===== config.mk =====
export PLATFORM = sky130hd
export DESIGN_NAME = load_store_unit
export DESIGN_NICKNAME = d
export VERILOG_FILES = /design/src/hdl/lsu_pkg.sv /design/src/hdl/load_store_unit.sv /design/src/hdl/lsu_load_align.sv /design/src/hdl/lsu_txn_ctrl.sv /design/src/hdl/lsu_request.sv
export SDC_FILE = /design/constraint.sdc
export NUM_CORES = 1
export LEC_CHECK = 0
export BUFFER_PORTS_ARGS = -buffer_cell sky130_fd_sc_hd__buf_2
export CAP_MARGIN = 10
export CORE_MARGIN = 5
export CORE_UTILIZATION = 48
export DETAILED_ROUTE_END_ITERATION = 8
export PLACE_DENSITY = 0.79
export SLEW_MARGIN = 15
export SYNTH_ARGS = -nofsm -noshare
export SYNTH_HDL_FRONTEND = slang
export SYNTH_SLANG_ARGS = --single-unit

===== constraint.sdc =====
create_clock -name clk -period 5.7 [get_ports clk]
set_input_delay 0.285 -clock clk [delete_from_list [all_inputs] [get_ports clk]]
set_output_delay 0.285 -clock clk [all_outputs]
set_load 0.05 [all_outputs]

===== src/hdl/lsu_pkg.sv =====
/*
 * load/store unit shared types
 */

package lsu_pkg;

  //////////////////////////////////////////////////
  // widths
  //////////////////////////////////////////////////

  // byte-lane logic is written for a 32-bit word, so these stay fixed
  localparam int unsigned ADDR_W = 32;  // byte address
  localparam int unsigned DATA_W = 32;  // bus data word
  localparam int unsigned BE_W   = 4;   // one enable per byte lane

  // outstanding-transaction limit unless the top level overrides it
  localparam int unsigned DEFAULT_DEPTH = 2;

  typedef logic [DATA_W-1:0] word_t;  // address or data word
  typedef logic [BE_W-1:0]   be_t;    // byte-lane enables

  //////////////////////////////////////////////////
  // access attributes from the EX stage
  //////////////////////////////////////////////////

  // access size, both byte codes select a single byte
  typedef enum logic [1:0] {
    DT_WORD     = 2'b00,
    DT_HALF     = 2'b01,
    DT_BYTE     = 2'b10,
    DT_BYTE_ALT = 2'b11
  } data_type_e;

  // fill mode for the upper bits of a narrow load
  typedef enum logic [1:0] {
    SE_ZERO     = 2'b00,  // zero fill
    SE_SIGN     = 2'b01,  // copy lane msb
    SE_ONES     = 2'b10,  // ones fill
    SE_SIGN_ALT = 2'b11   // same as SE_SIGN
  } sign_ext_e;

endpackage

===== src/hdl/load_store_unit.sv =====
/*
 * load/store unit top
 */

module load_store_unit #(
  parameter int unsigned MAX_OUTSTANDING = lsu_pkg::DEFAULT_DEPTH
) (
  input  logic                clk,
  input  logic                rst_n,
  // EX stage
  input  logic                data_req_ex_i,
  input  logic                data_we_ex_i,
  input  lsu_pkg::data_type_e data_type_ex_i,
  input  lsu_pkg::sign_ext_e  data_sign_ext_ex_i,
  input  lsu_pkg::word_t      data_wdata_ex_i,
  input  logic [1:0]          data_reg_offset_ex_i,
  input  lsu_pkg::word_t      operand_a_ex_i,
  input  lsu_pkg::word_t      operand_b_ex_i,
  input  logic                addr_useincr_ex_i,
  input  logic                data_misaligned_ex_i,
  output lsu_pkg::word_t      data_rdata_ex_o,
  output logic                data_misaligned_o,
  output logic                lsu_ready_ex_o,
  output logic                lsu_ready_wb_o,
  output logic                busy_o,
  // memory bus
  output logic                data_req_o,
  output lsu_pkg::word_t      data_addr_o,
  output logic                data_we_o,
  output lsu_pkg::be_t        data_be_o,
  output lsu_pkg::word_t      data_wdata_o,
  input  logic                data_gnt_i,
  input  logic                data_rvalid_i,
  input  lsu_pkg::word_t      data_rdata_i
);

  logic       trans_valid;  // request toward the bus
  logic       trans_ready;  // bus accepted it
  logic       ctrl_update;  // access advances to WB
  logic [1:0] addr_lsb;     // byte offset for load alignment

  // transaction inputs are stable until grant, so the bus side is plain wiring
  assign data_req_o  = trans_valid;
  assign trans_ready = data_gnt_i;
  assign data_we_o   = data_we_ex_i;

  lsu_request lsu_request_i (
    .data_type_ex_i       (data_type_ex_i),
    .data_wdata_ex_i      (data_wdata_ex_i),
    .data_reg_offset_ex_i (data_reg_offset_ex_i),
    .operand_a_ex_i       (operand_a_ex_i),
    .operand_b_ex_i       (operand_b_ex_i),
    .addr_useincr_ex_i    (addr_useincr_ex_i),
    .data_req_ex_i        (data_req_ex_i),
    .data_misaligned_ex_i (data_misaligned_ex_i),
    .bus_addr_o           (data_addr_o),
    .bus_be_o             (data_be_o),
    .bus_wdata_o          (data_wdata_o),
    .addr_lsb_o           (addr_lsb),
    .data_misaligned_o    (data_misaligned_o)
  );

  lsu_txn_ctrl #(
    .DEPTH (MAX_OUTSTANDING)
  ) lsu_txn_ctrl_i (
    .clk            (clk),
    .rst_n          (rst_n),
    .data_req_ex_i  (data_req_ex_i),
    .gnt_i          (trans_ready),
    .rvalid_i       (data_rvalid_i),
    .trans_valid_o  (trans_valid),
    .ctrl_update_o  (ctrl_update),
    .lsu_ready_ex_o (lsu_ready_ex_o),
    .lsu_ready_wb_o (lsu_ready_wb_o),
    .busy_o         (busy_o)
  );

  lsu_load_align lsu_load_align_i (
    .clk                  (clk),
    .rst_n                (rst_n),
    .ctrl_update_i        (ctrl_update),
    .data_type_ex_i       (data_type_ex_i),
    .data_sign_ext_ex_i   (data_sign_ext_ex_i),
    .data_we_ex_i         (data_we_ex_i),
    .addr_lsb_i           (addr_lsb),
    .data_misaligned_ex_i (data_misaligned_ex_i),
    .data_misaligned_i    (data_misaligned_o),
    .rvalid_i             (data_rvalid_i),
    .rdata_i              (data_rdata_i),
    .data_rdata_ex_o      (data_rdata_ex_o)
  );

endmodule


===== src/hdl/lsu_load_align.sv =====
/*
 * lsu load alignment and extension
 */

module lsu_load_align (
  input  logic                clk,
  input  logic                rst_n,
  input  logic                ctrl_update_i,         // access moves to WB
  input  lsu_pkg::data_type_e data_type_ex_i,
  input  lsu_pkg::sign_ext_e  data_sign_ext_ex_i,
  input  logic                data_we_ex_i,
  input  logic [1:0]          addr_lsb_i,            // byte offset of the access
  input  logic                data_misaligned_ex_i,  // second phase in EX
  input  logic                data_misaligned_i,     // first phase of a split in EX
  input  logic                rvalid_i,
  input  lsu_pkg::word_t      rdata_i,
  output lsu_pkg::word_t      data_rdata_ex_o        // load result
);

  import lsu_pkg::*;

  data_type_e data_type_q;     // attributes of the access in WB
  sign_ext_e  data_sign_ext_q;
  logic [1:0] rdata_offset_q;
  logic       data_we_q;

  word_t       rdata_q;        // partial word or last result
  word_t       rdata_w_asm;    // word, assembled across two responses
  logic [15:0] rdata_h_raw;    // selected half before extension
  logic [7:0]  rdata_b_raw;    // selected byte before extension
  word_t       rdata_ext;      // final result

  // extend a narrow value, half selects a 16-bit width, else 8-bit
  function automatic word_t fill_ext(input word_t val, input logic half, input sign_ext_e mode);
    word_t mask;
    logic  msb;
    logic  fill;
    mask = half ? word_t'(16'hffff) : word_t'(8'hff);
    msb  = half ? val[15] : val[7];
    case (mode)
      SE_ZERO: fill = 1'b0;
      SE_ONES: fill = 1'b1;
      default: fill = msb;  // SE_SIGN, SE_SIGN_ALT
    endcase
    return (val & mask) | ({DATA_W{fill}} & ~mask);
  endfunction

  //////////////////////////////////////////////////
  // response-side control registers
  //////////////////////////////////////////////////

  // hold between accesses so a late rvalid still sees its own attributes
  always_ff @(posedge clk or negedge rst_n) begin
    if (!rst_n) begin
      data_type_q     <= DT_WORD;
      data_sign_ext_q <= SE_ZERO;
      rdata_offset_q  <= 2'b00;
      data_we_q       <= 1'b0;
    end else if (ctrl_update_i) begin
      data_type_q     <= data_type_ex_i;
      data_sign_ext_q <= data_sign_ext_ex_i;
      rdata_offset_q  <= addr_lsb_i;
      data_we_q       <= data_we_ex_i;
    end
  end

  //////////////////////////////////////////////////
  // lane select and extension
  //////////////////////////////////////////////////

  // upper bytes from the first response, lower bytes from the second
  always_comb begin
    case (rdata_offset_q)
      2'b00:   rdata_w_asm = rdata_i;
      2'b01:   rdata_w_asm = {rdata_i[7:0], rdata_q[31:8]};
      2'b10:   rdata_w_asm = {rdata_i[15:0], rdata_q[31:16]};
      default: rdata_w_asm = {rdata_i[23:0], rdata_q[31:24]};
    endcase
  end

  always_comb begin
    case (rdata_offset_q)
      2'b00:   rdata_h_raw = rdata_i[15:0];
      2'b01:   rdata_h_raw = rdata_i[23:8];
      2'b10:   rdata_h_raw = rdata_i[31:16];
      default: rdata_h_raw = {rdata_i[7:0], rdata_q[31:24]};  // split half
    endcase
  end

  assign rdata_b_raw = rdata_i[8*rdata_offset_q +: 8];

  always_comb begin
    case (data_type_q)
      DT_WORD: rdata_ext = rdata_w_asm;
      DT_HALF: rdata_ext = fill_ext(word_t'(rdata_h_raw), 1'b1, data_sign_ext_q);
      default: rdata_ext = fill_ext(word_t'(rdata_b_raw), 1'b0, data_sign_ext_q);
    endcase
  end

  // partial register, raw word mid-split, else the finished result
  always_ff @(posedge clk or negedge rst_n) begin
    if (!rst_n) begin
      rdata_q <= '0;
    end else if (rvalid_i && !data_we_q) begin
      if (data_misaligned_ex_i || data_misaligned_i) begin
        rdata_q <= rdata_i;
      end else begin
        rdata_q <= rdata_ext;
      end
    end
  end

  assign data_rdata_ex_o = rvalid_i ? rdata_ext : rdata_q;  // last value between responses

endmodule


===== src/hdl/lsu_txn_ctrl.sv =====
/*
 * lsu transaction control
 */

module lsu_txn_ctrl #(
  parameter int unsigned DEPTH = lsu_pkg::DEFAULT_DEPTH  // max outstanding accesses
) (
  input  logic clk,
  input  logic rst_n,
  input  logic data_req_ex_i,   // EX stage wants an access
  input  logic gnt_i,           // bus accepted the request
  input  logic rvalid_i,        // response for the oldest access
  output logic trans_valid_o,   // request to the bus
  output logic ctrl_update_o,   // load response-side attributes
  output logic lsu_ready_ex_o,
  output logic lsu_ready_wb_o,
  output logic busy_o
);

  localparam int unsigned CNT_W = $clog2(DEPTH + 1);

  localparam logic [CNT_W-1:0] CNT_MAX = CNT_W'(DEPTH);

  logic [CNT_W-1:0] cnt_q;       // accesses accepted but not yet answered
  logic [CNT_W-1:0] cnt_d;
  logic             count_up;    // accept this cycle
  logic             count_down;  // response this cycle

  // no new request once the limit is reached
  assign trans_valid_o = data_req_ex_i && (cnt_q < CNT_MAX);

  assign count_up   = trans_valid_o && gnt_i;
  assign count_down = rvalid_i;

  //////////////////////////////////////////////////
  // outstanding counter
  //////////////////////////////////////////////////

  always_comb begin
    case ({count_up, count_down})
      2'b10:   cnt_d = cnt_q + 1'b1;
      2'b01:   cnt_d = cnt_q - 1'b1;
      default: cnt_d = cnt_q;  // idle, or accept and response cancel out
    endcase
  end

  always_ff @(posedge clk or negedge rst_n) begin
    if (!rst_n) begin
      cnt_q <= '0;
    end else begin
      cnt_q <= cnt_d;
    end
  end

  //////////////////////////////////////////////////
  // stage readiness
  //////////////////////////////////////////////////

  // WB is free when nothing is in flight, else when the awaited response shows up
  assign lsu_ready_wb_o = (cnt_q == '0) ? 1'b1 : rvalid_i;

  // EX moves on together with WB when something is already in flight
  always_comb begin
    if (!data_req_ex_i) begin
      lsu_ready_ex_o = 1'b1;                  // nothing to do
    end else if (cnt_q == '0) begin
      lsu_ready_ex_o = count_up;              // empty, accept is enough
    end else if (cnt_q < CNT_MAX) begin
      lsu_ready_ex_o = count_up && rvalid_i;  // accept while WB drains
    end else begin
      lsu_ready_ex_o = rvalid_i;              // full, wait for a response
    end
  end

  assign ctrl_update_o = lsu_ready_ex_o && data_req_ex_i;

  assign busy_o = (cnt_q != '0) || trans_valid_o;  // in flight or being requested

endmodule


===== src/hdl/lsu_request.sv =====
/*
 * lsu request side
 */

module lsu_request (
  input  lsu_pkg::data_type_e data_type_ex_i,        // access size
  input  lsu_pkg::word_t      data_wdata_ex_i,       // store data from register file
  input  logic [1:0]          data_reg_offset_ex_i,  // byte offset inside the register
  input  lsu_pkg::word_t      operand_a_ex_i,        // base
  input  lsu_pkg::word_t      operand_b_ex_i,        // increment
  input  logic                addr_useincr_ex_i,     // a + b when set, else a
  input  logic                data_req_ex_i,
  input  logic                data_misaligned_ex_i,  // second phase of a split access
  output lsu_pkg::word_t      bus_addr_o,
  output lsu_pkg::be_t        bus_be_o,
  output lsu_pkg::word_t      bus_wdata_o,
  output logic [1:0]          addr_lsb_o,            // byte offset for the response side
  output logic                data_misaligned_o      // a second access is needed
);

  import lsu_pkg::*;

  word_t      addr_int;      // effective byte address
  logic [1:0] wdata_offset;  // byte rotation for store data

  // effective address
  assign addr_int   = addr_useincr_ex_i ? (operand_a_ex_i + operand_b_ex_i) : operand_a_ex_i;
  assign addr_lsb_o = addr_int[1:0];

  // second phase always starts at lane 0 of the next word
  assign bus_addr_o = data_misaligned_ex_i ? {addr_int[ADDR_W-1:2], 2'b00} : addr_int;

  //////////////////////////////////////////////////
  // byte enables
  //////////////////////////////////////////////////

  always_comb begin
    case (data_type_ex_i)
      DT_WORD: begin
        if (!data_misaligned_ex_i) begin
          bus_be_o = be_t'(4'b1111) << addr_int[1:0];  // lanes from offset up
        end else begin
          // remaining lanes below the offset
          bus_be_o = (be_t'(4'b0001) << addr_int[1:0]) - be_t'(4'b0001);
        end
      end
      DT_HALF: begin
        if (!data_misaligned_ex_i) begin
          bus_be_o = be_t'(4'b0011) << addr_int[1:0];  // lane 3 only at offset 3
        end else begin
          bus_be_o = 4'b0001;  // high byte of the split half
        end
      end
      default: bus_be_o = be_t'(4'b0001) << addr_int[1:0];  // DT_BYTE, DT_BYTE_ALT
    endcase
  end

  //////////////////////////////////////////////////
  // store data lane rotation
  //////////////////////////////////////////////////

  // rotate left one byte per unit, wraps mod 4
  assign wdata_offset = addr_int[1:0] - data_reg_offset_ex_i;

  always_comb begin
    case (wdata_offset)
      2'b00:   bus_wdata_o = data_wdata_ex_i;
      2'b01:   bus_wdata_o = {data_wdata_ex_i[23:0], data_wdata_ex_i[31:24]};
      2'b10:   bus_wdata_o = {data_wdata_ex_i[15:0], data_wdata_ex_i[31:16]};
      default: bus_wdata_o = {data_wdata_ex_i[7:0], data_wdata_ex_i[31:8]};
    endcase
  end

  // misalignment check, only on a fresh first phase
  always_comb begin
    data_misaligned_o = 1'b0;
    if (data_req_ex_i && !data_misaligned_ex_i) begin
      case (data_type_ex_i)
        DT_WORD: data_misaligned_o = (addr_int[1:0] != 2'b00);  // any nonzero offset
        DT_HALF: data_misaligned_o = (addr_int[1:0] == 2'b11);  // crosses into next word
        default: data_misaligned_o = 1'b0;                       // bytes never split
      endcase
    end
  end

endmodule


==> results_dict.tcl <==
set metrics [dict create \
    status "finished clean" \
    period_needed_ps 3740 \
    end_kind "primary output" \
    clockBufferDepth 2 \
    rsz0062_at_grt "no" \
    synthTopCellsByCount "105 x nand2_1, 93 x a21oi_1, 91 x nor2_1" \
    finalPower_uw 3970 \
    slowest_stage "dfrtp_2" \
    final_cell_count_no_fill 1326 \
    drive_gt1_frac 0.300 \
    yosys_warnings 0 \
    crit_type "reg -> out" \
    syn2layout_area_growth_pct 20.0 \
    drt-vias-per-instance 6.00 \
    synth_area_leader_cell "dfrtp_1" \
    ctsResizeCount 0 \
    max-slew-margin-rel 0.200 \
    fp.dieW_um 131 \
    fillers 1351 \
    crit_start "lsu_load_align_i.rdata_offset_q[1]" \
    via_count 7958 \
    place_inst 1314 \
    fmax_ghz 0.267 \
    fin_crit_sh 0.657 \
    vdd_drop_max_mv 0.289 \
    setup.worst_path.end "data_rdata_ex_o[7]" \
    place.gp.congestion 0.931 \
    synth_most_common_cell "nand2_1" \
    ff2ff_path_depth 8 \
    fin_area_um2 8470 \
    clockRootBuffer "clkbuf_16" \
    netlist.area_leader.share 0.145 \
    drt-initial-drc-count 610 \
    cpMostUsedCell "o21ai_0" \
    antenna_found_initial 8 \
    yosys-top-cells-area "dfrtp_1 15%, mux2i_1 12%, mux2_2 7.3%, ha_1 7.1%, a21oi_1 6.6%" \
    clk_pin_slew_ps 70 \
    ctsHoldBuffers 0 \
    syn-num-nets 1128 \
    critical_path_required_ps 5410 \
    ys_ff_latch 41 \
    port_buffers 247 \
    drv_slew 0 \
    drtAntennaViolNets 0 \
    post-route-drc-count 0 \
    cts_tree "built" \
    multi_input_area_um2 5670 \
    skew_ps 8.16 \
    synth-async-reset-ratio 1.00 \
    io_pins 248 \
    path_cells "buf_4 -> nand2b_1 -> o221ai_1 -> o21ai_0 -> o21ai_0 -> o21ai_0 -> mux2_2 -> buf_2" \
    placed_area_um2 8290 \
    htree_levels 2 \
    finalWorstSetupSlack_ps 1960 \
    final_nets 1320 \
    cp.arrival_ps 3460 \
    ys.flop_type "dfrtp_1" \
    first_pass_iters 5 \
    die_h_um 131 \
    regArea_um2 1030 \
    routed_wl_um 23200 \
    crit_path_start_kind "flop" \
    max_stage_delay_ps 740 \
    grt-ovfl-total 0 \
    grt_pass1_vias 7490 \
    maxCapViolCount 0 \
    crit_fanout 49 \
    synth_cells 945 \
    hold_class "in -> async" \
    hold_viol_final 0 \
    r2r_end "lsu_load_align_i.rdata_q[5]" \
    dp_slack_ps 2000 \
    core.rowCount 44 \
    post_cts_buffers 0 \
    die_area_um2 17200 \
    p_leak_uw 0.00404 \
    dp_hpwl_um 17900 \
    yosysUniqueCellTypes 68 \
    r2r-start "lsu_load_align_i.rdata_offset_q[1]" \
    grt_use_total 0.251 \
    p_per_area_nw_per_um2 468 \
    insertion_delay_ps 290 \
    wire_per_inst_um 17.5 \
    ys_seq_area_frac 0.145 \
    synth.avg_cell_area_um2 7.47 \
    start_util 0.488 \
    grt_max_degree 65 \
    tns_ps 0 \
    cts_buffers 5 \
    core-area_um2 14500 \
    synth_area_um2 7060 \
    grt_first_pass_wirelength_um 37200 \
    worst_pin_slew_ps 1190 \
    synth-edff-count 0 \
    reg2reg_slack_ps 2650 \
    cts.sinks 41 \
    setup_viol 0 \
]
## area by class of cell
class | instances | share of cell area
Clock inverter | 3 | 0.00266
Multi-Input combinational cell | 810 | 0.669
Antenna cell | 4 | 0.00118
Clock buffer | 5 | 0.0148
Timing Repair Buffer | 255 | 0.153
Tap cell | 184 | 0.0272
Sequential cell | 41 | 0.121
Inverter | 24 | 0.0106
## worst min path at each step
stage / to / depth (start not counted)
floorplan: lsu_load_align_i.data_sign_ext_q[0] / 0
global placement: lsu_load_align_i.rdata_q[6] / 2
detailed placement: lsu_load_align_i.rdata_q[6] / 2
CTS: lsu_load_align_i.rdata_q[4] / 1
global route: lsu_load_align_i.rdata_q[4] / 1
finish: lsu_load_align_i.rdata_q[4] / 1
## where the power goes
part	switching, uW	leakage, uW	total (uW)	internal (uW)
registers	227	0.000502	658	431
clock network	124	0.0000738	287	163
logic	2020	0.00346	3020	1000
total	2370	0.00404	3970	1590
## routing by layer
layer	share of wire	routed length, um	GRT usage	vias to the layer above
met5	0	0	0	-
met4	0.024	565	0.0691	0
met3	0.082	1910	0.0409	50
met2	0.49	11500	0.444	398
met1	0.40	9290	0.317	3636
li1	-	-	-	3874
## worst max-delay path: cells and delay by family (launching register included)
| family | cells | cell delay [ps] |
|---|---|---|
| buffers and inverters | 2 | 810 |
| flip-flops | 1 | 740 |
| AND/OR/NAND/NOR | 1 | 700 |
| AO/OA/AOI/OAI | 4 | 700 |
| multiplexers | 1 | 200 |
## cells in the final DEF, fill, tap and decap left out, types with 5 or more instances in the layout
| cell | n |
|---|---|
| buf_2 | 247 |
| nand2_1 | 104 |
| a21oi_1 | 93 |
| nor2_1 | 90 |
| mux2i_1 | 82 |
| o21ai_0 | 73 |
| mux2_2 | 46 |
| ha_1 | 40 |
| dfrtp_1 | 39 |
| inv_1 | 23 |
| nand3_1 | 22 |
| a31oi_1 | 21 |
| xnor2_1 | 20 |
| o22ai_1 | 19 |
| nor2b_1 | 16 |
| a21o_1 | 16 |
| a211oi_1 | 13 |
| o21a_1 | 13 |
| mux4_2 | 11 |
| o21ai_1 | 9 |
| nor3_1 | 8 |
| nand2b_1 | 8 |
| buf_4 | 8 |
| a211o_1 | 7 |
| and3_1 | 7 |
| o211ai_1 | 6 |
| nand4_1 | 6 |
| a22oi_1 | 5 |
| clkbuf_16 | 5 |
## flip-flops by register name, indices dropped and copies added (netlist names)
name	cells
lsu_load_align_i.rdata_q	32
lsu_load_align_i.data_sign_ext_q	2
lsu_load_align_i.data_type_q	2
lsu_load_align_i.rdata_offset_q	2
lsu_txn_ctrl_i.cnt_q	2
lsu_load_align_i.data_we_q	1
## cells by family (layout without fill, tap and decap cells)
family,after synthesis,after routing,share of synthesized area
AOI/OAI and AO/OA,317,317,0.282
xor gates and xnor gates,25,25,0.0321
adders and majority gates,41,41,0.0737
buffers and inverters,94,287,0.0562
DFF,41,41,0.145
muxes,139,139,0.225
other,0,4,0
and+or+nand+nor,288,288,0.186
## metrics by stage
step / hold slack, ps / utilization
after global placement: 459 / 0.573
after floorplan: -10.6 / -
final: 161 / 0.585
after detailed placement: 478 / 0.573
after global routing: 218 / 0.585
after CTS: 184 / 0.583
No activity file was read; power rests on OpenSTA's default activity.
